<file path="src/hdl/riscv_isa_pkg.sv">
`default_nettype none

package riscv_isa_pkg;

    localparam int XLEN    = 64;
    localparam int HALF_W  = 32;
    localparam int SHAMT_W = 6;

    typedef logic [XLEN-1:0]   xlen_t;
    typedef logic [HALF_W-1:0] half_t;

    typedef logic [4:0]  opcode_t;     // Major opcode, inst[6:2]
    typedef logic [2:0]  funct3_t;
    typedef logic [6:0]  funct7_t;
    typedef logic [11:0] imm_i_t;      // inst[31:20]
    typedef logic [19:0] imm_u_t;      // inst[31:12]
    typedef logic [3:0]  cause_t;

    localparam opcode_t OPC_LUI    = 5'b01101;
    localparam opcode_t OPC_OP_IMM = 5'b00100;
    localparam opcode_t OPC_OP     = 5'b01100;

    localparam funct7_t FUNCT7_BASE   = 7'b0000000;
    localparam funct7_t FUNCT7_ALT    = 7'b0100000;  // SUB, SRA
    localparam funct7_t FUNCT7_MULDIV = 7'b0000001;

    localparam cause_t CAUSE_ILLEGAL_INSTR = 4'd2;

endpackage

`default_nettype wire

</file>
<file path="src/hdl/exec_pkg.sv">
`default_nettype none

package exec_pkg;

    import riscv_isa_pkg::*;

    typedef struct packed {
        opcode_t opcode;
        funct3_t funct3;
        funct7_t funct7;
        xlen_t   rs1;
        xlen_t   rs2;
        imm_i_t  imm_i;
        imm_u_t  imm_u;
    } exec_issue_t;

    typedef enum logic [3:0] {
        ALU_ADD,
        ALU_SUB,
        ALU_SLL,
        ALU_SLT,
        ALU_SLTU,
        ALU_XOR,
        ALU_SRL,
        ALU_SRA,
        ALU_OR,
        ALU_AND,
        ALU_LUI
    } alu_op_t;

    typedef enum logic [1:0] {
        MUL_LO,   // Low half, sign does not matter
        MUL_HSS,
        MUL_HSU,
        MUL_HUU
    } mul_op_t;

    typedef struct packed {
        logic    valid;
        logic    is_mul;
        logic    illegal;
        alu_op_t alu_op;
        mul_op_t mul_op;
        xlen_t   opa;
        xlen_t   opb;     // rs2 or extended immediate
    } decoded_op_t;

    typedef struct packed {
        logic   exception;
        cause_t cause;
        xlen_t  value;
    } exec_result_t;

endpackage

`default_nettype wire

</file>
<file path="src/hdl/int_writeback.sv">
`timescale 1ns/1ps
`default_nettype none

module int_writeback
    import riscv_isa_pkg::*;
    import exec_pkg::*;
(
    input  wire logic              i_valid,
    input  wire exec_result_t      i_alu,
    input  wire logic              i_is_mul,
    input  wire mul_op_t           i_mul_op,
    input  wire logic [2*XLEN-1:0] i_product,
    output logic                   o_valid,
    output exec_result_t           o_result
);

    xlen_t mul_value;

    // MUL keeps the low word, the MULH variants the high word
    assign mul_value = (i_mul_op == MUL_LO) ? i_product[XLEN-1:0]
                                            : i_product[2*XLEN-1:XLEN];

    always_comb begin
        o_result = i_alu;
        if (i_is_mul) begin
            o_result.value = mul_value;
        end
    end

    assign o_valid = i_valid;

endmodule

`default_nettype wire

</file>
<file path="config.mk">
export PLATFORM = sky130hd
export DESIGN_NAME = int_writeback
export DESIGN_NICKNAME = d
export VERILOG_FILES = /design/src/hdl/riscv_isa_pkg.sv /design/src/hdl/exec_pkg.sv /design/src/hdl/int_writeback.sv
export SDC_FILE = /design/constraint.sdc
export NUM_CORES = 1
export LEC_CHECK = 0
export BUFFER_PORTS_ARGS = -buffer_cell sky130_fd_sc_hd__buf_4
export CAP_MARGIN = 20
export CORE_AREA = 2 2 106 108
export DETAILED_ROUTE_END_ITERATION = 6
export DIE_AREA = 0 0 108 110
export GPL_ROUTABILITY_DRIVEN = 0
export PLACE_DENSITY = 0.63
export SLEW_MARGIN = 20
export SYNTH_ARGS = -nofsm -noshare
export SYNTH_HDL_FRONTEND = slang
export SYNTH_SLANG_ARGS = --single-unit
</file>
<file path="constraint.sdc">
create_clock -name vclk -period 0.9
set_input_delay 0 -clock vclk [all_inputs]
set_output_delay 0 -clock vclk [all_outputs]
set_load 0.02 [all_outputs]
</file>
# --- After elaboration in Yosys (flattened, before gate mapping) ---
# Cells that the tools add are included.
totals:
  memories: 0
  rom_bits: 0
  latch_bits: 0
  word_cells: 3
  reg_bits: 0
  output_inout_bits: 70
  ram_bits: 0
op_classes:
  n_eq_ne: 0
  n_div: 0
  n_lt_le_gt_ge: 0
  addsub: 0
  reduce_logical: 1
  muxes: 2
  mul: 0
  shifts: 0
  n_bitwise: 0
op_table:
  columns: ["op", "count"]
  rows:
  - ["$mux 64", 2]
  - ["$logic_not 2->1", 1]

# --- Logic depth before layout (Yosys ltp) ---
# Gate-level depths: netlist (run 1).
depth:
  word_depth: 3
  ltp_mapped: 4
  mapped_depth_nobuf: 2

# --- Worst setup path after synthesis (run 1) ---
# OpenSTA, ideal clock, no wires.
synth_timing:
  path_kind: "input to output"
  start: "input port i_mul_op[1]"
  end: "output port o_result[56] (netlist name)"
  arrival_time_ps: 1030
  path_buffers: 2
  stages: 4
  setup_slack_ps: -130
  t_required_ps: 900
  cell_sequence: "buf_6 > buf_6 > or3b_1 > a31oi_1"
synth_lines:
  columns: ["item", "line_no", "text"]
  rows:
  - ["start, declared", "int_writeback.sv:11", "input wire mul_op_t i_mul_op,"]
  - ["end, declared", "int_writeback.sv:14", "output exec_result_t o_result"]

==> summary.txt, run 1 <==
Yosys
  • Post-synth top cells: a31oi_1, nor2_1, or3b_1
  • Synth Instances: 304
  • Cell taking the most area after synthesis: or3b_1
  • Net Count, Synth: 505
  • Area contributors post-synth: or3b_1, a31oi_1, o21ai_0
  • Yosys top cell area share: 31.2%
  • Post-synth cell types: 11
  • Sequential share of the synthesized area: 0%
  • Synthesized area: 1800 µm²
  • Syn. warnings: 0
  • Avg Inst Size Synth: 5.91 µm²

Die
  • Die X: 108 µm
  • Row Count: 38
  • Initial Util: 16.8%
  • Core area: 10,700 µm²
  • Die Span Y: 110 µm
  • # IOs: 271
  • Die area: 11,900 µm²

Timing
  • Hold Slack: 0.0000365 ns
  • Tmin final: 1.04 ns
  • RSZ-0062 raised after global routing: yes
  • Worst slew pin tran: 0.366 ns
  • Final setup vio count: 64
  • Fmax: 0.963 GHz
  • Final Hold Fails: 0
  • Final TNS setup: -5.80 ns
  • Final clock period utilization by the worst path: 115%
  • Max-slew headroom: 75.4%
  • Post-route setup slack: -0.138 ns
  • Max Slew Vio Count: 0

Worst hold path
  • Hold Path Origin: i_alu[65]
  • Worst Hold Class: in2out

Route
  • Met2 routed wirelength: 6.58 mm
  • Top Metal Used: met4
  • DRT Pass-1 Iters: 4
  • Drt drc: 0
  • WL met3: 774 µm
  • Wl on met1: 4.99 mm
  • DR WL/cell: 17.8 µm
  • Initial drt markers: 147
  • Vias per cell: 4.90
  • Routed wire length: 12.5 mm
  • Antenna violation net count after detailed routing: 0
  • Routed vias: 3,431

Critical path
  • Startpoint types: primary input
  • CP Data Required Time: 0.90 ns
  • Critical path arrival: 1.04 ns
  • Setup crit start: i_mul_op[0]
  • CP Capture Type: primary output
  • Crit Path Category: in2out
  • Crit-path max FO: 8

Layout
  • Seq cells: 0
  • Post-layout nets: 763
  • Ant diodes: 0
  • Area Overhead vs Synth: 188%
  • Fillers: 1,013
  • Fraction of layout cells with a size suffix above 1: 71.4%
  • Clock buf count: 0
  • Register area: 0 µm²
  • Final Cell Area: 5170 µm²
  • Final core utilization: 48.4%

Global route
  • Total GRT Usage: 17.2%
  • Largest net degree at the start of global routing: 63
  • Number of global-route vias before repair: 3,229
  • Grt total ovfl: 0
  • First-pass GRT wire length: 16.6 mm
  • Initial antenna violation count: 0

Placement
  • DP Wirelength: 7.67 mm
  • Number of port buffers: 259
  • Pre-CTS WS: -0.186 ns
  • DP Area: 4370 µm²

Power and ir drop
  • Leak Pwr: 0.00220 µW
  • Pwr/cell area: 572 nW/µm²
  • Peak VDD IR: 0.255 mV

Outcome
  • Failing checks: setup timing
  • Status: complete, but fails checks

Clocking
  • Hold_buf cts: 0

Run
  • Max Cap Viol: 0
==> metrics by stage <==
step / power, µW / cells
finish: 2960 / 700
global route: 3120 / 700
CTS: 2680 / 692
detailed placement: 2400 / 681
global placement: 2370 / 681
floorplan: 1230 / 304
==> placed cells by master, fill, tap and decap left out <==
master / n
o21ai_0: 44
o21ai_1: 20
buf_12: 7
buf_6: 19
nor2_1: 64
or3b_4: 35
a31oi_2: 42
buf_16: 13
clkbuf_16: 8
buf_4: 257
a31oi_4: 19
or3b_1: 29
a31oi_1: 3
==> layer usage <==
layer / vias up / track usage, %
met1: 1618 / 20.5
met3: 12 / 2.70
li1: 1661 / -
met5: - / 0
met4: 0 / 1.19
met2: 140 / 33.6
==> power by group <==
| group | switching (µW) | internal, µW | total, µW |
|---|---|---|---|
| sequential | 0 | 0 | 0 |
| clock | 0 | 0 | 0 |
| combinational | 1290 | 1670 | 2960 |
| total | 1290 | 1670 | 2960 |
==> logic make-up after synthesis <==
group / Yosys count / share of synthesized area (%)
AO/OA/AOI/OAI: 128 / 40.1
buffers and inverters: 48 / 15.3
AND/OR/NAND/NOR: 128 / 44.6
==> critical path: stages <==
cell	delay [ns]
buf_16	0.13
clkbuf_16	0.16
or3b_1	0.38
a31oi_2	0.19
buf_4	0.17
==> worst paths after layout <==
| check | endpoint | slack (ns) | cells after the start |
|---|---|---|---|
| max | o_result[17] | -0.14 | 5 |
| min | o_result[65] | 0.00004 | 0 |
==> timing repair <==
item / CTS / global route
setup endpoints to repair: 64 / 64
setup buffers: 1 / 0
pin swaps: 36 / 46
resized for setup: 36 / 56
gates cloned: 10 / 8
==> layout make-up <==
| cell class | instances | area (µm²) | share of cell area, % |
|---|---|---|---|
| Multi-Input combinational cell | 256 | 2160 | 41.7 |
| Tap cell | 140 | 175 | 3.39 |
| Timing Repair Buffer | 304 | 2840 | 54.9 |
Power figures use the tool's default switching activity.
==> run 2, diff against run 1 <==
--- a/config.mk
+++ b/config.mk
@@ -6,11 +6,11 @@
 export NUM_CORES = 1
 export LEC_CHECK = 0
-export BUFFER_PORTS_ARGS = -buffer_cell sky130_fd_sc_hd__buf_4
 export CAP_MARGIN = 20
-export CORE_AREA = 2 2 106 108
+export CORE_AREA = 2 2 105 107
 export DETAILED_ROUTE_END_ITERATION = 6
-export DIE_AREA = 0 0 108 110
+export DIE_AREA = 0 0 107 109
+export DONT_BUFFER_PORTS = 1
 export GPL_ROUTABILITY_DRIVEN = 0
-export PLACE_DENSITY = 0.63
+export PLACE_DENSITY = 0.42
 export SLEW_MARGIN = 20
 export SYNTH_ARGS = -nofsm -noshare
==> constraint.sdc (replaced) <==
create_clock -name vclk -period 0.9
set_input_delay 0 -clock vclk [all_inputs]
set_output_delay 0 -clock vclk [all_outputs]
set_load 0.05 [all_outputs]
==> summary.txt, run 2 (synthesis results as in run 1) <==
Layout
  • Ant diodes: 0
  • Seq cells: 0
  • Fillers: 1,047
  • Post-layout nets: 524
  • Fraction of layout cells with a size suffix above 1: 43.6%
  • Register area: 0 µm²
  • Most frequent cells in the layout: nor2_1, buf_12, a31oi_4
  • Final Cell Area: 3950 µm²
  • Area Overhead vs Synth: 120%
  • Clock buf count: 0
  • Layout Cells excl Fill: 461

Critical path
  • Critical path's slowest cell: or3b_1
  • Critical path arrival: 0.85 ns
  • Setup crit start: i_mul_op[1]
  • CP Data Required Time: 0.90 ns
  • Startpoint types: primary input
  • Largest stage delay, worst path: 0.44 ns
  • Crit-path max FO: 128
  • Crit Path Category: in2out
  • CP cell instances: or3b_1 -> a31oi_4 -> buf_12
  • Crit path to: o_result[23]
  • CP Capture Type: primary output

Global route
  • Gr busiest metal: met2
  • Grt met2 use: 23.5%
  • Largest net degree at the start of global routing: 129
  • Met1 GRT Util: 13.8%
  • Met3 Use GR: 2.09%
  • Initial antenna violation count: 0
  • Total GRT Usage: 11.8%
  • Grt total ovfl: 0
  • First-pass GRT wire length: 11.5 mm
  • Number of global-route vias before repair: 2,186

Timing
  • Tmin final: 0.855 ns
  • Max-slew headroom: 71.7%
  • Max Slew Vio Count: 0
  • Final Hold Fails: 0
  • Worst slew pin tran: 0.420 ns
  • Hold Slack: 0.0000220 ns
  • Final TNS setup: 0 ns
  • Fmax: 1.17 GHz
  • RSZ-0062 raised after global routing: no
  • Final clock period utilization by the worst path: 95.0%
  • Final setup vio count: 0

Route
  • DRT Pass-1 Iters: 4
  • Routed vias: 2,357
  • Drt drc: 0
  • Vias per cell: 5.11
  • Antenna violation net count after detailed routing: 0
  • DR WL/cell: 17.7 µm
  • Routed wire length: 8.14 mm
  • Initial drt markers: 133

Outcome
  • Status: finished clean

Die
  • Die area: 11,700 µm²
  • Initial Util: 16.9%
  • Row Count: 38
  • # IOs: 271
  • Die X: 107 µm
  • Die Span Y: 109 µm
  • Core area: 10,600 µm²

Placement
  • Number of port buffers: 0
  • Dpl cells: 461
  • DP Area: 3950 µm²
  • DP Wirelength: 6.31 mm

Clocking
  • Cts repair resizes: 0
  • Setup Fix Bufs, Post-CTS: 0
  • Hold_buf cts: 0

Power and ir drop
  • Pwr/cell area: 774 nW/µm²
  • Peak VDD IR: 0.263 mV
  • Leak Pwr: 0.00118 µW

Run
  • Max Cap Viol: 0

Worst hold path
  • Worst Hold Class: in2out
-- run 2: final cells by class --
cell class / instances / area (µm²) / area share (%)
Multi-Input combinational cell: 256 / 2480 / 62.9
Tap cell: 140 / 175 / 4.44
Timing Repair Buffer: 65 / 1290 / 32.6
-- run 2: per-stage QoR --
step,power (µW),util [%],setup WS (ns)
final,3060,37.2,0.0454
after global routing,3160,37.2,0.0282
after CTS,3090,37.2,0.104
after detailed placement,3090,37.2,0.104
after global placement,3060,37.2,0.121
after floorplan,2220,-,-0.157
-- run 2: layer usage --
layer	vias to the layer above	part of all wire, %
li1	1170	-
met1	1080	36
met2	105	56
met3	2	7.5
met4	0	0.28
met5	-	0
-- run 2: critical path, delay by kind of cell --
family	cells	cell delay [ns]
compound gates	1	0.21
simple gates	1	0.44
buf+inv	1	0.16
-- run 2: how the worst min path moves through the flow --
stage	endpoint	cells after the start	start
after global placement	o_result[66]	0	i_alu[66]
final	o_result[68]	0	i_alu[68]
after floorplan	o_result[64]	1	i_alu[64]
after CTS	o_result[66]	0	i_alu[66]
after detailed placement	o_result[66]	0	i_alu[66]
after global routing	o_result[68]	0	i_alu[68]
-- run 2: power breakdown --
part           internal, µW  switching, µW  total, µW
clock network             0              0          0
registers                 0              0          0
logic                  1460           1590       3060
total                  1460           1590       3060
==> run 3, diff against run 2 <==
- SETUP_SLACK_MARGIN: unset -> 0.1
==> summary.txt, run 3 (synthesis results as in run 1) <==
Timing
  • Worst slew pin tran: 0.412 ns
  • Post-route setup slack: 0.0238 ns
  • Fmax: 1.14 GHz
  • Max-slew headroom: 72.3%
  • Final Hold Fails: 0
  • Max Slew Vio Count: 0
  • Final clock period utilization by the worst path: 97.4%
  • Final TNS setup: 0 ns
  • Tmin final: 0.876 ns
  • RSZ-0062 raised after global routing: yes
  • Final setup vio count: 0

Worst hold path
  • Worst Hold Class: in2out

Power and ir drop
  • Pwr/cell area: 774 nW/µm²
  • Cell Int Power: 1500 µW
  • Combinational fraction of design power: 100.0%
  • Seq pwr share: 0%
  • Psw: 1600 µW
  • Clock power share: 0%
  • Peak VDD IR: 0.340 mV
  • Leak Pwr: 0.00119 µW
  • Sw Share: 51.7%

Run
  • Max Cap Viol: 0

Placement
  • Pre-CTS WS: 0.0890 ns
  • DP Wirelength: 6.23 mm
  • DP Area: 3960 µm²
  • Number of port buffers: 0
  • Dpl cells: 463

Global route
  • Grt total ovfl: 0
  • Number of global-route vias before repair: 2,302
  • Largest net degree at the start of global routing: 129
  • Initial antenna violation count: 0
  • First-pass GRT wire length: 11.7 mm
  • Total GRT Usage: 11.9%

Layout
  • Most frequent cells in the layout: nor2_1, a31oi_4, buf_12
  • Clock buf count: 0
  • Post-layout nets: 526
  • Area Overhead vs Synth: 123%
  • Ant diodes: 0
  • Fillers: 1,055
  • Fraction of layout cells with a size suffix above 1: 45.5%
  • Layout Cells excl Fill: 463
  • Register area: 0 µm²
  • Seq cells: 0
  • Final Cell Area: 4000 µm²

Route
  • Initial drt markers: 125
  • DR WL/cell: 17.7 µm
  • Routed vias: 2,465
  • Vias per cell: 5.32
  • Routed wire length: 8.21 mm
  • Drt drc: 0
  • DRT Pass-1 Iters: 4
  • Antenna violation net count after detailed routing: 0

Die
  • Row Count: 38
  • Core area: 10,600 µm²
  • Die area: 11,700 µm²
  • Die Span Y: 109 µm
  • # IOs: 271
  • Die X: 107 µm
  • Initial Util: 16.9%

Critical path
  • CP Data Required Time: 0.90 ns
  • Startpoint types: primary input
  • CP Capture Type: primary output
  • Critical path arrival: 0.88 ns
  • Crit Path Category: in2out
  • Crit-path max FO: 128

Clocking
  • Setup Fix Bufs, Post-CTS: 0
  • Hold_buf cts: 0

Outcome
  • Status: finished clean
[run 3: changes by cell type in the layout (fill, tap and decap cells not counted)]
cell     before  now
a31oi_4      61   64
buf_4         1    3
or3b_4       11   16
or3b_1       53   48
a31oi_2       3    0
[run 3: final timing paths]
| path | endpoint | slack [ns] | cells past startpoint | startpoint |
|---|---|---|---|---|
| max | o_result[0] | 0.02 | 3 | i_mul_op[0] |
| min | o_valid | 0.00002 | 0 | i_valid |
[run 3: worst max-delay path, cell delays in order]
cell and delay, ns:
or3b_4 0.44, a31oi_4 0.21, buf_12 0.16
[run 3: power by group through the flow]
| stage | registers [µW] | logic [µW] | clock network, µW |
|---|---|---|---|
| after floorplan | 0 | 2220 | 0 |
| final | 0 | 3100 | 0 |
| after detailed placement | 0 | 3100 | 0 |
| after global routing | 0 | 3200 | 0 |
| after global placement | 0 | 3060 | 0 |
| after CTS | 0 | 3100 | 0 |
[run 3: metrics by stage]
stage	power [µW]	utilization [%]	hold slack [ns]
floorplan	2220	-	0.167
global route	3200	37.7	0.0000718
finish	3100	37.7	0.0000193
CTS	3100	37.5	0.000370
global placement	3060	37.4	0.000370
detailed placement	3100	37.4	0.000370
[run 3: final cells by class]
class / count / area (µm²) / share of cell area (%)
repair buffers: 67 / 1300 / 32.6
multi-input cells: 256 / 2520 / 63.0
well taps: 140 / 175 / 4.38
[run 3: what timing repair did]
action,4_1_cts,5_1_grt
pin swaps,1,40
gates resized for setup,1,7
setup endpoints to repair,2,48
[run 3: metal layers]
layer | share of wire (%) | up-vias | global-route usage, %
met3 | 8.6 | 10 | 2.63
met5 | 0 | - | 0
met4 | 1.1 | 0 | 1.21
met2 | 56 | 123 | 22.7
li1 | - | 1175 | -
met1 | 34 | 1157 | 14.1
