## config.mk

```make
export PLATFORM = sky130hd
export DESIGN_NAME = int_decode
export DESIGN_NICKNAME = d
export VERILOG_FILES = /design/src/hdl/riscv_isa_pkg.sv /design/src/hdl/exec_pkg.sv /design/src/hdl/int_decode.sv
export SDC_FILE = /design/constraint.sdc
export NUM_CORES = 1
export LEC_CHECK = 0
export BUFFER_PORTS_ARGS = -buffer_cell sky130_fd_sc_hd__buf_2
export CORE_AREA = 2 2 123 125
export DETAILED_ROUTE_END_ITERATION = 16
export DIE_AREA = 0 0 125 127
export PLACE_DENSITY_LB_ADDON = 0.25
export SKIP_LAST_GASP = 1
export SYNTH_ARGS = -nofsm -noshare
export SYNTH_HDL_FRONTEND = slang
export SYNTH_SLANG_ARGS = --single-unit
```

## constraint.sdc

```tcl
create_clock -name clk -period 2 [get_ports clk]
set_input_delay 0.4 -clock clk [delete_from_list [all_inputs] [get_ports clk]]
set_output_delay 0.4 -clock clk [all_outputs]
set_load 0.01 [all_outputs]
```

## src/hdl/riscv_isa_pkg.sv

```systemverilog
`default_nettype none

package riscv_isa_pkg;

    localparam int XLEN    = 64;
    localparam int HALF_W  = 32;
    localparam int SHAMT_W = 6;

    typedef logic [XLEN-1:0]   xlen_t;
    typedef logic [HALF_W-1:0] half_t;

    typedef logic [4:0]  opcode_t;     // Major opcode, inst[6:2]
    typedef logic [2:0]  funct3_t;
    typedef logic [6:0]  funct7_t;
    typedef logic [11:0] imm_i_t;      // inst[31:20]
    typedef logic [19:0] imm_u_t;      // inst[31:12]
    typedef logic [3:0]  cause_t;

    localparam opcode_t OPC_LUI    = 5'b01101;
    localparam opcode_t OPC_OP_IMM = 5'b00100;
    localparam opcode_t OPC_OP     = 5'b01100;

    localparam funct7_t FUNCT7_BASE   = 7'b0000000;
    localparam funct7_t FUNCT7_ALT    = 7'b0100000;  // SUB, SRA
    localparam funct7_t FUNCT7_MULDIV = 7'b0000001;

    localparam cause_t CAUSE_ILLEGAL_INSTR = 4'd2;

endpackage

`default_nettype wire

```

## src/hdl/exec_pkg.sv

```systemverilog
`default_nettype none

package exec_pkg;

    import riscv_isa_pkg::*;

    typedef struct packed {
        opcode_t opcode;
        funct3_t funct3;
        funct7_t funct7;
        xlen_t   rs1;
        xlen_t   rs2;
        imm_i_t  imm_i;
        imm_u_t  imm_u;
    } exec_issue_t;

    typedef enum logic [3:0] {
        ALU_ADD,
        ALU_SUB,
        ALU_SLL,
        ALU_SLT,
        ALU_SLTU,
        ALU_XOR,
        ALU_SRL,
        ALU_SRA,
        ALU_OR,
        ALU_AND,
        ALU_LUI
    } alu_op_t;

    typedef enum logic [1:0] {
        MUL_LO,   // Low half, sign does not matter
        MUL_HSS,
        MUL_HSU,
        MUL_HUU
    } mul_op_t;

    typedef struct packed {
        logic    valid;
        logic    is_mul;
        logic    illegal;
        alu_op_t alu_op;
        mul_op_t mul_op;
        xlen_t   opa;
        xlen_t   opb;     // rs2 or extended immediate
    } decoded_op_t;

    typedef struct packed {
        logic   exception;
        cause_t cause;
        xlen_t  value;
    } exec_result_t;

endpackage

`default_nettype wire

```

## src/hdl/int_decode.sv

```systemverilog
`timescale 1ns/1ps
`default_nettype none

module int_decode
    import riscv_isa_pkg::*;
    import exec_pkg::*;
(
    input  wire logic        clk,
    input  wire logic        rst,
    input  wire logic        i_valid,
    input  wire exec_issue_t i_issue,
    output decoded_op_t      o_op
);

    // funct3 encoding shared by OP and OP_IMM
    function automatic alu_op_t base_alu_op(input funct3_t f3);
        case (f3)
            3'b000:  return ALU_ADD;
            3'b001:  return ALU_SLL;
            3'b010:  return ALU_SLT;
            3'b011:  return ALU_SLTU;
            3'b100:  return ALU_XOR;
            3'b101:  return ALU_SRL;
            3'b110:  return ALU_OR;
            default: return ALU_AND;
        endcase
    endfunction

    decoded_op_t dec_op;
    xlen_t       imm_i_ext;
    xlen_t       imm_u_ext;

    assign imm_i_ext = {{(XLEN-12){i_issue.imm_i[11]}}, i_issue.imm_i};
    assign imm_u_ext = {{(XLEN-20){i_issue.imm_u[19]}}, i_issue.imm_u};

    always_comb begin
        dec_op         = '0;
        dec_op.valid   = i_valid;
        dec_op.alu_op  = base_alu_op(i_issue.funct3);
        dec_op.mul_op  = MUL_LO;
        dec_op.opa     = i_issue.rs1;
        dec_op.opb     = i_issue.rs2;
        case (i_issue.opcode)
            OPC_LUI: begin
                dec_op.alu_op = ALU_LUI;
                dec_op.opb    = imm_u_ext;
            end
            OPC_OP_IMM: begin
                dec_op.opb = imm_i_ext;
                if (i_issue.funct3 == 3'b001) begin
                    dec_op.illegal = i_issue.imm_i[11:6] != '0;
                end else if (i_issue.funct3 == 3'b101) begin
                    if (i_issue.imm_i[11:6] == 6'b010000) begin
                        dec_op.alu_op = ALU_SRA;  // SRAI
                    end else begin
                        dec_op.illegal = i_issue.imm_i[11:6] != '0;
                    end
                end
            end
            OPC_OP: begin
                if (i_issue.funct7 == FUNCT7_ALT) begin
                    if (i_issue.funct3 == 3'b000) begin
                        dec_op.alu_op = ALU_SUB;
                    end else if (i_issue.funct3 == 3'b101) begin
                        dec_op.alu_op = ALU_SRA;
                    end else begin
                        dec_op.illegal = 1'b1;
                    end
                end else if (i_issue.funct7 == FUNCT7_MULDIV) begin
                    dec_op.is_mul  = !i_issue.funct3[2];
                    dec_op.illegal = i_issue.funct3[2];  // No divider
                    case (i_issue.funct3[1:0])
                        2'b00:   dec_op.mul_op = MUL_LO;
                        2'b01:   dec_op.mul_op = MUL_HSS;
                        2'b10:   dec_op.mul_op = MUL_HSU;
                        default: dec_op.mul_op = MUL_HUU;
                    endcase
                end else if (i_issue.funct7 != FUNCT7_BASE) begin
                    dec_op.illegal = 1'b1;
                end
            end
            default: dec_op.illegal = 1'b1;
        endcase
    end

    always_ff @(posedge clk) begin
        o_op <= dec_op;
        if (rst) begin
            o_op.valid <= 1'b0;
        end
    end

endmodule

`default_nettype wire

```

# Yosys cells after proc, flatten, opt, wreduce, memory -nomap -nowiden
# Cells that the tools add are included.
[op_classes] addsub=0 mul=0 n_div=0 magnitude_cmp=0 n_eq_ne=14 shifts=0 n_mux=18 bitwise=2 reduce_logical=6
[op_table] op="$pmux 64 s2" count=1
[op_table] op="$pmux 4 s7" count=1
[op_table] op="$mux 4" count=5
[op_table] op="$pmux 4 s3" count=1
[op_table] op="$eq 5x4->1 const B" count=2
[op_table] op="$eq 3x3->1 const B" count=3
[op_table] op="$eq 7x1->1 const B" count=1
[op_table] op="$eq 7x6->1 const B" count=1
[op_table] op="$mux 1" count=7
[op_table] op="$reduce_bool 7->1" count=1
[op_table] op="$eq 3x2->1 const B" count=2
[op_table] op="$eq 6x5->1 const B" count=1
[op_table] op="$pmux 2 s3" count=1
[op_table] op="$reduce_bool 6->1" count=1
[op_table] op="$eq 5x3->1 const B" count=1
[op_table] op="$mux 5" count=1
[op_table] op="$eq 3x1->1 const B" count=1
[op_table] op="$logic_not 3->1" count=1
[op_table] op="$pmux 1 s3" count=1
[op_table] op="$reduce_or 3->1" count=1
[op_table] op="$eq 2x1->1 const B" count=1
[op_table] op="$eq 2x2->1 const B" count=1
[op_table] op="$logic_not 2->1" count=1
[op_table] op="$not 1->1" count=2
[op_table] op="$logic_not 1->1" count=1
[word_totals] reg_bits=137 latchBits=0 ramBits=0 mem_bits_ro=0 output_inout_bits=137 n_memories=0

# Logic depth before layout (Yosys ltp)
# Gate-level depths: netlist (run 1).
[logic_depth] depth_word=6 mapped_depth=6 ltp_nobuf=4

# Worst setup path before layout (run 1)
# OpenSTA, ideal clock, no wires.
[synth_timing] path_kind="input port to flip-flop" startpoint="in i_issue[161] (netlist bit)" endpoint="reg o_op[134] (netlist bit)" setup_time_ns=0.120 t_arrival_ns=1.535 path_slack_ns=0.346 cell_stages=4 path_cell_list="or4_4 nor4_4 a21oi_1 a211o_1"
[synth_rtl] element="start, declared" line="int_decode.sv:11" source="input wire exec_issue_t i_issue,"
[synth_rtl] element="end signal, assigned" line="int_decode.sv:87" source="o_op <= dec_op;"
[synth_rtl] element="end, declared" line="int_decode.sv:12" source="output decoded_op_t o_op"

==> metrics.txt, run 1 <==
Tot GR Track Use 13.9%; core area 14400 um^2; routed length per placed instance 14.1 um; post-synth cell types 34; Max IR drop VDD 0.496 mV; worst-path fanout max 65; CP endpoint kind register; Worst Setup SP i_issue[170]; non-filler cells, final 800; H-tree Lvls 4; antenna viol nets, final 0; register area share after synthesis 72.6%; status finished, final reports clean; routability cong. 0.781; grt met3 use 5.78%; CP startpoint kind input pin; synth-to-layout area growth 60.8%; clk sink count 137; DRT Pass-1 Iters 7; Final Net Count 782; CTS tree done; number of global-route vias before repair 3420; die width 125 um; Cell Pwr Density 1060 nW/um^2; Final min period 1.46 ns; row count 44; Post-Place Worst Slack 0.0907 ns; hold path start i_issue[100]; worst setup margin 0.537 ns; setup bufs post-CTS 0; Mean Syn Cell Area 13.4 um^2; DR vias/cell 4.20; WP data required 2.29 ns; M1 GR Usage 15.1%; Post-Syn Area 3780 um^2; share of cells above drive strength 1 58.1%; HPWL Detailed 8680 um; RSZ-0062 raised after global routing false; First DRT Iteration DRCs 160; first-pass GRT wire length 17100 um; worst-margin pin slew 0.326 ns; DRC 0; Root Buffer Master clkbuf_16; die area 15900 um^2; largest net degree at the start of global routing 66; CP Data Arrival Time 1.75 ns; Die Ht 127 um; Remaining Overflow, GRT 0; largest register by flop count o_op; largest registers o_op (137); Min-Delay Path Class input pin to register; GRT busiest layer met2; Fillers 1425; Post-CTS Hold Buffers 0; Starting Density 26.2%; post-synth top area share 72.6%; Worst-path clk slew 0.06 ns; antenna violations before repair 0; final wirelength 11300 um; PostCTS Resize Cnt 0; fmax 683 MHz; Final Hold Vio Count 0; Yosys warning count 0; max FFs per register 137; Synth area leaders dfxtp_1, a21o_1, a222oi_1, nor4_4, a22oi_1; Post-Synthesis Cells 283; relative slew slack 78.3%; Tcrit/Tclk final 73.2%; I/O pin cnt 315; PortBufs 314; kind of critical path input pin to register; FF+latch count, synth 137; Num CTS Buffers 17; DR vias 3356; Pleak 3.33 nW; MaxCap Viol Count 0; Synth area leader dfxtp_1; Net Count, Synth 461; hold_ws 0.0855 ns; clk buf depth 2; sum of negative setup slack 0 ns; Ant. Diodes 0; placed instance count 769; Finish-stage setup viols 0; Final Max Slew Viols 0; GRT met2 Usage 23.5%
## cells in the mapped netlist
cell type and n:
nor2b_1 2, a222oi_1 11, o211ai_1 1, mux2_2 1
xnor2_1 1, nor4_1 1, nand2b_4 1, nor4_4 3
a21o_1 47, a22oi_1 8, buf_4 2, and2_1 2
clkbuf_1 1, buf_6 5, nor2_1 4, a22o_1 1
a311oi_1 1, xor2_1 2, nand2b_1 1, buf_2 9
or3b_2 1, o21ai_0 1, and3_1 2, or3_1 2
a21boi_0 1, a21oi_1 1, nor3b_1 1, nand3_1 1
dfxtp_1 137, nor3_1 3, inv_1 14, a211o_1 1
nand2_1 13, or4_4 1
## cell usage in the layout, fill, tap and decap left out, types with 2 or more instances in the layout
| master | n |
|---|---|
| buf_2 | 314 |
| dfxtp_1 | 137 |
| a21o_1 | 47 |
| clkbuf_16 | 17 |
| inv_1 | 14 |
| nand2_1 | 13 |
| a222oi_1 | 11 |
| a22oi_1 | 8 |
| nor2_1 | 4 |
| nor4_4 | 3 |
| nor3_1 | 3 |
| inv_6 | 3 |
| clkinv_2 | 3 |
| clkinvlp_4 | 3 |
| buf_4 | 3 |
| xor2_1 | 2 |
| and3_1 | 2 |
| and2_1 | 2 |
| nor2b_1 | 2 |
| clkinv_4 | 2 |
| buf_12 | 2 |
## where the power goes
| group | internal [W] | leakage, nW | total [W] | switching, W |
|---|---|---|---|---|
| clock network | 0.00172 | 0.265 | 0.00290 | 0.00118 |
| logic | 0.000315 | 1.91 | 0.000606 | 0.000291 |
| registers | 0.00290 | 1.15 | 0.00294 | 0.0000402 |
## metrics by stage
stage / power, W / instance area [um^2] / util, %
floorplan: 0.00324 / 3780 / -
global placement: 0.00361 / 5530 / 38.3
detailed placement: 0.00362 / 5530 / 38.3
CTS: 0.00655 / 6080 / 42.1
global route: 0.00673 / 6080 / 42.1
finish: 0.00645 / 6080 / 42.1
## final timing paths
| path | to | depth (start not counted) |
|---|---|---|
| worst min-delay path | o_op[68] | 1 |
| worst max-delay path | o_op[1] | 6 |
## logic make-up after synthesis
| group | synth area share, % |
|---|---|
| buffers and inverters | 4.57 |
| DFF | 72.6 |
| muxes | 0.298 |
| and+or+nand+nor | 6.66 |
| AOI/OAI and AO/OA | 15.2 |
| xor gates and xnor gates | 0.695 |
## worst max-delay path: stages
cell,delay (ns)
buf_2,0.14
xor2_1,0.18
or3_2,0.46
buf_12,0.22
a222oi_1,0.29
inv_1,0.07
## per-layer routing
metal,vias to the layer above,part of all wire [%]
li1,1617,-
met1,1540,38
met2,186,51
met3,13,9.9
met4,0,1.6
met5,-,0
## final cells by class
cell class,count,area [um^2],area share (%)
timing repair buffer,319,1630,26.9
inverter,14,52.6,0.865
sequential,137,2740,45.1
tap,184,230,3.79
multi-input combinational,115,866,14.2
clock inverter,13,123,2.02
clock buffer,18,429,7.06
Power figures use the tool's default switching activity.
==> inputs of run 2 (changes only) <==
- clock period: 2 -> 1.4 ns (I/O delays scaled with it)
==> metrics.txt, run 2 (synthesis gave the netlist of run 1 again) <==
largest register by flop count o_op; placed cell areas 5630 um^2; row count 44; WP data required 1.71 ns; routability cong. 0.788; DR vias/cell 4.18; relative slew slack 77.3%; Remaining Overflow, GRT 0; Worst Setup SP i_issue[164]; Final Max Slew Viols 0; DRC 0; First DRT Iteration DRCs 109; synth-to-layout area growth 81.7%; CP startpoint kind input pin; first-pass GRT wire length 19300 um; GRT busiest layer met2; Tcrit/Tclk final 89.3%; antenna viol nets, final 0; HPWL Detailed 8980 um; Hold Path End o_op[136]; die width 125 um; clk sink count 137; antenna violations before repair 0; setup bufs post-CTS 0; RSZ-0062 raised after global routing false; number of global-route vias before repair 3812; largest net degree at the start of global routing 46; hold path start rst; Root Buffer Master clkbuf_16; Num CTS Buffers 17; grt met3 use 6.45%; crit path cell chain buf_2, or4_4, nor4_4, a21oi_1, a211o_1; Starting Density 26.2%; CTS tree done; status finished, final reports clean; Worst-path clk slew 0.06 ns; max FFs per register 137; M1 GR Usage 15.8%; worst-path fanout max 2; fmax 799 MHz; routed length per placed instance 14.5 um; Critical-path top delay cell or4_4; commonest non-fill, non-tap cell in the layout buf_2; Tot GR Track Use 15.8%; Finish-stage setup viols 0; final core occ 47.6%; core area 14400 um^2; Max stage delay on crit path 0.55 ns; worst-margin pin slew 0.340 ns; Max IR drop VDD 0.691 mV; CP Data Arrival Time 1.56 ns; sum of negative setup slack 0 ns; DR vias 3670; share of cells above drive strength 1 53.5%; final instance area 6870 um^2; MaxCap Viol Count 0; Final Net Count 858; Min-Delay Path Class input pin to register; Pleak 3.68 nW; die area 15900 um^2; hold_ws 0.0230 ns; Hold Path Depth 2; kind of critical path input pin to register; H-tree Lvls 4; final wirelength 12800 um; Cell Pwr Density 1420 nW/um^2; GRT met2 Usage 29.1%; PortBufs 314; clk buf depth 2; largest registers o_op (137); Ant. Diodes 0; I/O pin cnt 315; Final Hold Vio Count 0; Final min period 1.25 ns; Die Ht 127 um; DRT Pass-1 Iters 6; most frequent cells in the layout buf_2, dfxtp_1, dlygate4sd3_1; CP endpoint kind register
==> run 2: changes by cell type in the layout (fill, tap and decap cells not counted), moves of 2 or more <==
cell and change:
buf_4 +11, clkinv_2 -2, inv_6 +3, dlygate4sd3_1 +64, clkinv_4 -2
==> run 2: worst max-delay path by stage <==
stage               depth (start not counted)  slack (ns)        end
floorplan                                   4       -0.12  o_op[134]
global placement                            5       -0.25  o_op[134]
detailed placement                          5       -0.27  o_op[134]
CTS                                         5        0.17  o_op[134]
global route                                5        0.13  o_op[134]
finish                                      5        0.15  o_op[134]
==> run 2: routing by layer <==
metal | vias to the layer above | wire, um
met2 | 200 | 6760
met3 | 21 | 1160
met4 | 0 | 229
met5 | - | 0
met1 | 1678 | 4610
li1 | 1771 | -
==> run 2: what timing repair did <==
action | CTS | global route
gates resized for setup | 0 | 0
endpoints found under the hold margin | 64 | 0
hold buffers | 64 | 0
==> run 2: critical path: cells and delay by family <==
family                 cells  cell delay [ns]
AO/OA/AOI/OAI              2             0.33
buffers and inverters      1             0.10
AND/OR/NAND/NOR            2             0.85
==> run 2: cell type report <==
class                      count  area [um^2]
sequential                   137         2740
tap                          184          230
fill                        1307         7560
timing repair buffer         395         2380
clock inverter                14          164
multi-input combinational    115          870
clock buffer                  18          429
inverter                      14         52.6
==> run 2: report_power, final <==
group,leakage [nW],switching [W],internal [W]
Clock,0.278,0.00180,0.00266
Sequential,1.15,0.0000606,0.00415
Combinational,2.24,0.000462,0.000591
==> run 2: per-stage QoR <==
step	setup slack (ns)	power (W)	std cells
2_1_floorplan	-0.120	0.00463	283
3_3_place_gp	-0.254	0.00519	781
3_5_place_dp	-0.271	0.00521	781
4_1_cts	0.174	0.00988	877
5_1_grt	0.126	0.0101	877
6_report	0.149	0.00972	877
==> inputs of run 3 (changes only) <==
- CTS_BUF_LIST: unset -> sky130_fd_sc_hd__clkbuf_2 sky130_fd_sc_hd__clkbuf_4 sky130_fd_sc_hd__clkbuf_8
- HOLD_SLACK_MARGIN: unset -> 0.12
==> metrics.txt, run 3 (synthesis gave the netlist of run 1 again) <==
status finished, final reports clean; sum of negative setup slack 0 ns; Root Buffer Master clkbuf_8; max FFs per register 137; routability cong. 0.788; Tcrit/Tclk final 96.4%; Pleak 4.00 nW; clk sink count 137; core area 14400 um^2; clk buf depth 2; antenna viol nets, final 0; Final Hold Vio Count 0; synth-to-layout area growth 103%; non-filler cells, final 975; Tot GR Track Use 17.7%; CP endpoint kind register; H-tree Lvls 4; antenna violations before repair 0; Worst-path clk slew 0.08 ns; HPWL Detailed 8980 um; relative slew slack 76.3%; worst-margin pin slew 0.355 ns; Fillers 1197; die width 125 um; worst-path fanout max 6; First DRT Iteration DRCs 171; Cell Pwr Density 1150 nW/um^2; MaxCap Viol Count 0; Min-Delay Path Class input pin to register; first-pass GRT wire length 21900 um; Post-Place Worst Slack -0.271 ns; RSZ-0062 raised after global routing false; Finish-stage setup viols 0; Max IR drop VDD 0.706 mV; largest net degree at the start of global routing 46; worst setup margin 0.0510 ns; WP data required 1.72 ns; CP Data Arrival Time 1.67 ns; CP startpoint kind input pin; die area 15900 um^2; placed instance count 781; number of global-route vias before repair 4376; Die Ht 127 um; Final Power 0.00880 W; PortBufs 314; commonest non-fill, non-tap cell in the layout buf_2; DRT Pass-1 Iters 7; share of cells above drive strength 1 47.5%; largest registers o_op (137); row count 44; Starting Density 26.2%; Num CTS Buffers 17; CTS tree done; most frequent cells in the layout buf_2, dlygate4sd3_1, dfxtp_1; fmax 741 MHz; Final Max Slew Viols 0; DR vias/cell 4.21; routed length per placed instance 14.9 um; kind of critical path input pin to register; largest register by flop count o_op; Final min period 1.35 ns; DRC 0; Remaining Overflow, GRT 0; DR vias 4105; I/O pin cnt 315; final wirelength 14500 um; Final Net Count 955
## run 3: timing repair
| item | in CTS | in global routing |
|---|---|---|
| gates resized for setup | 0 | 3 |
| hold buffers | 161 | 0 |
| setup buffers | 0 | 0 |
| endpoints found under the setup margin | 0 | 2 |
| endpoints found under the hold margin | 131 | 0 |
## run 3: final timing paths
check,from,endpoint,slack (ns),depth (start not counted)
worst max-delay path,i_issue[169],o_op[134],0.05,6
worst min-delay path,i_issue[167],o_op[128],0.20,2
## run 3: final cells by class
type                            instances  area [um^2]  share of cell area, %
Timing Repair Buffer                  492         3350                   43.7
Sequential cell                       137         2740                   35.8
Multi-Input combinational cell        115          882                   11.5
Clock buffer                           18          241                   3.15
Tap cell                              184          230                   3.00
Clock inverter                         14          164                   2.14
Inverter                               14         52.6                  0.686
Antenna cell                            1         2.50                 0.0327
## run 3: stage by stage
step | hold WS [ns] | area (um^2) | utilization (%)
2_1_floorplan | 0.308 | 3800 | -
3_5_place_dp | 0.384 | 5630 | 39.0
4_1_cts | 0.136 | 7650 | 53.0
5_1_grt | 0.163 | 7660 | 53.1
6_report | 0.195 | 7660 | 53.1
3_3_place_gp | 0.383 | 5630 | 39.0
## run 3: power by group
group | internal (W) | total [W] | switching (W) | leakage (nW)
Sequential | 0.00414 | 0.00420 | 0.0000622 | 1.15
Combinational | 0.000769 | 0.00129 | 0.000517 | 2.65
Clock | 0.00165 | 0.00331 | 0.00166 | 0.194
Total | 0.00656 | 0.00880 | 0.00224 | 4.00
## run 3: per-layer routing
layer / up-vias / global-route usage (%) / part of all wire, %
li1: 1960 / - / -
met2: 214 / 33.7 / 55
met4: 0 / 6.99 / 2.0
met1: 1905 / 17.4 / 36
met5: - / 0 / 0
met3: 26 / 6.49 / 7.6
## run 3: critical path, cell delays in order
cell and delay, ns:
dlygate4sd3_1 0.53, buf_2 0.17, xor2_1 0.19, nor4_4 0.17, a21oi_1 0.07, a211o_1 0.26
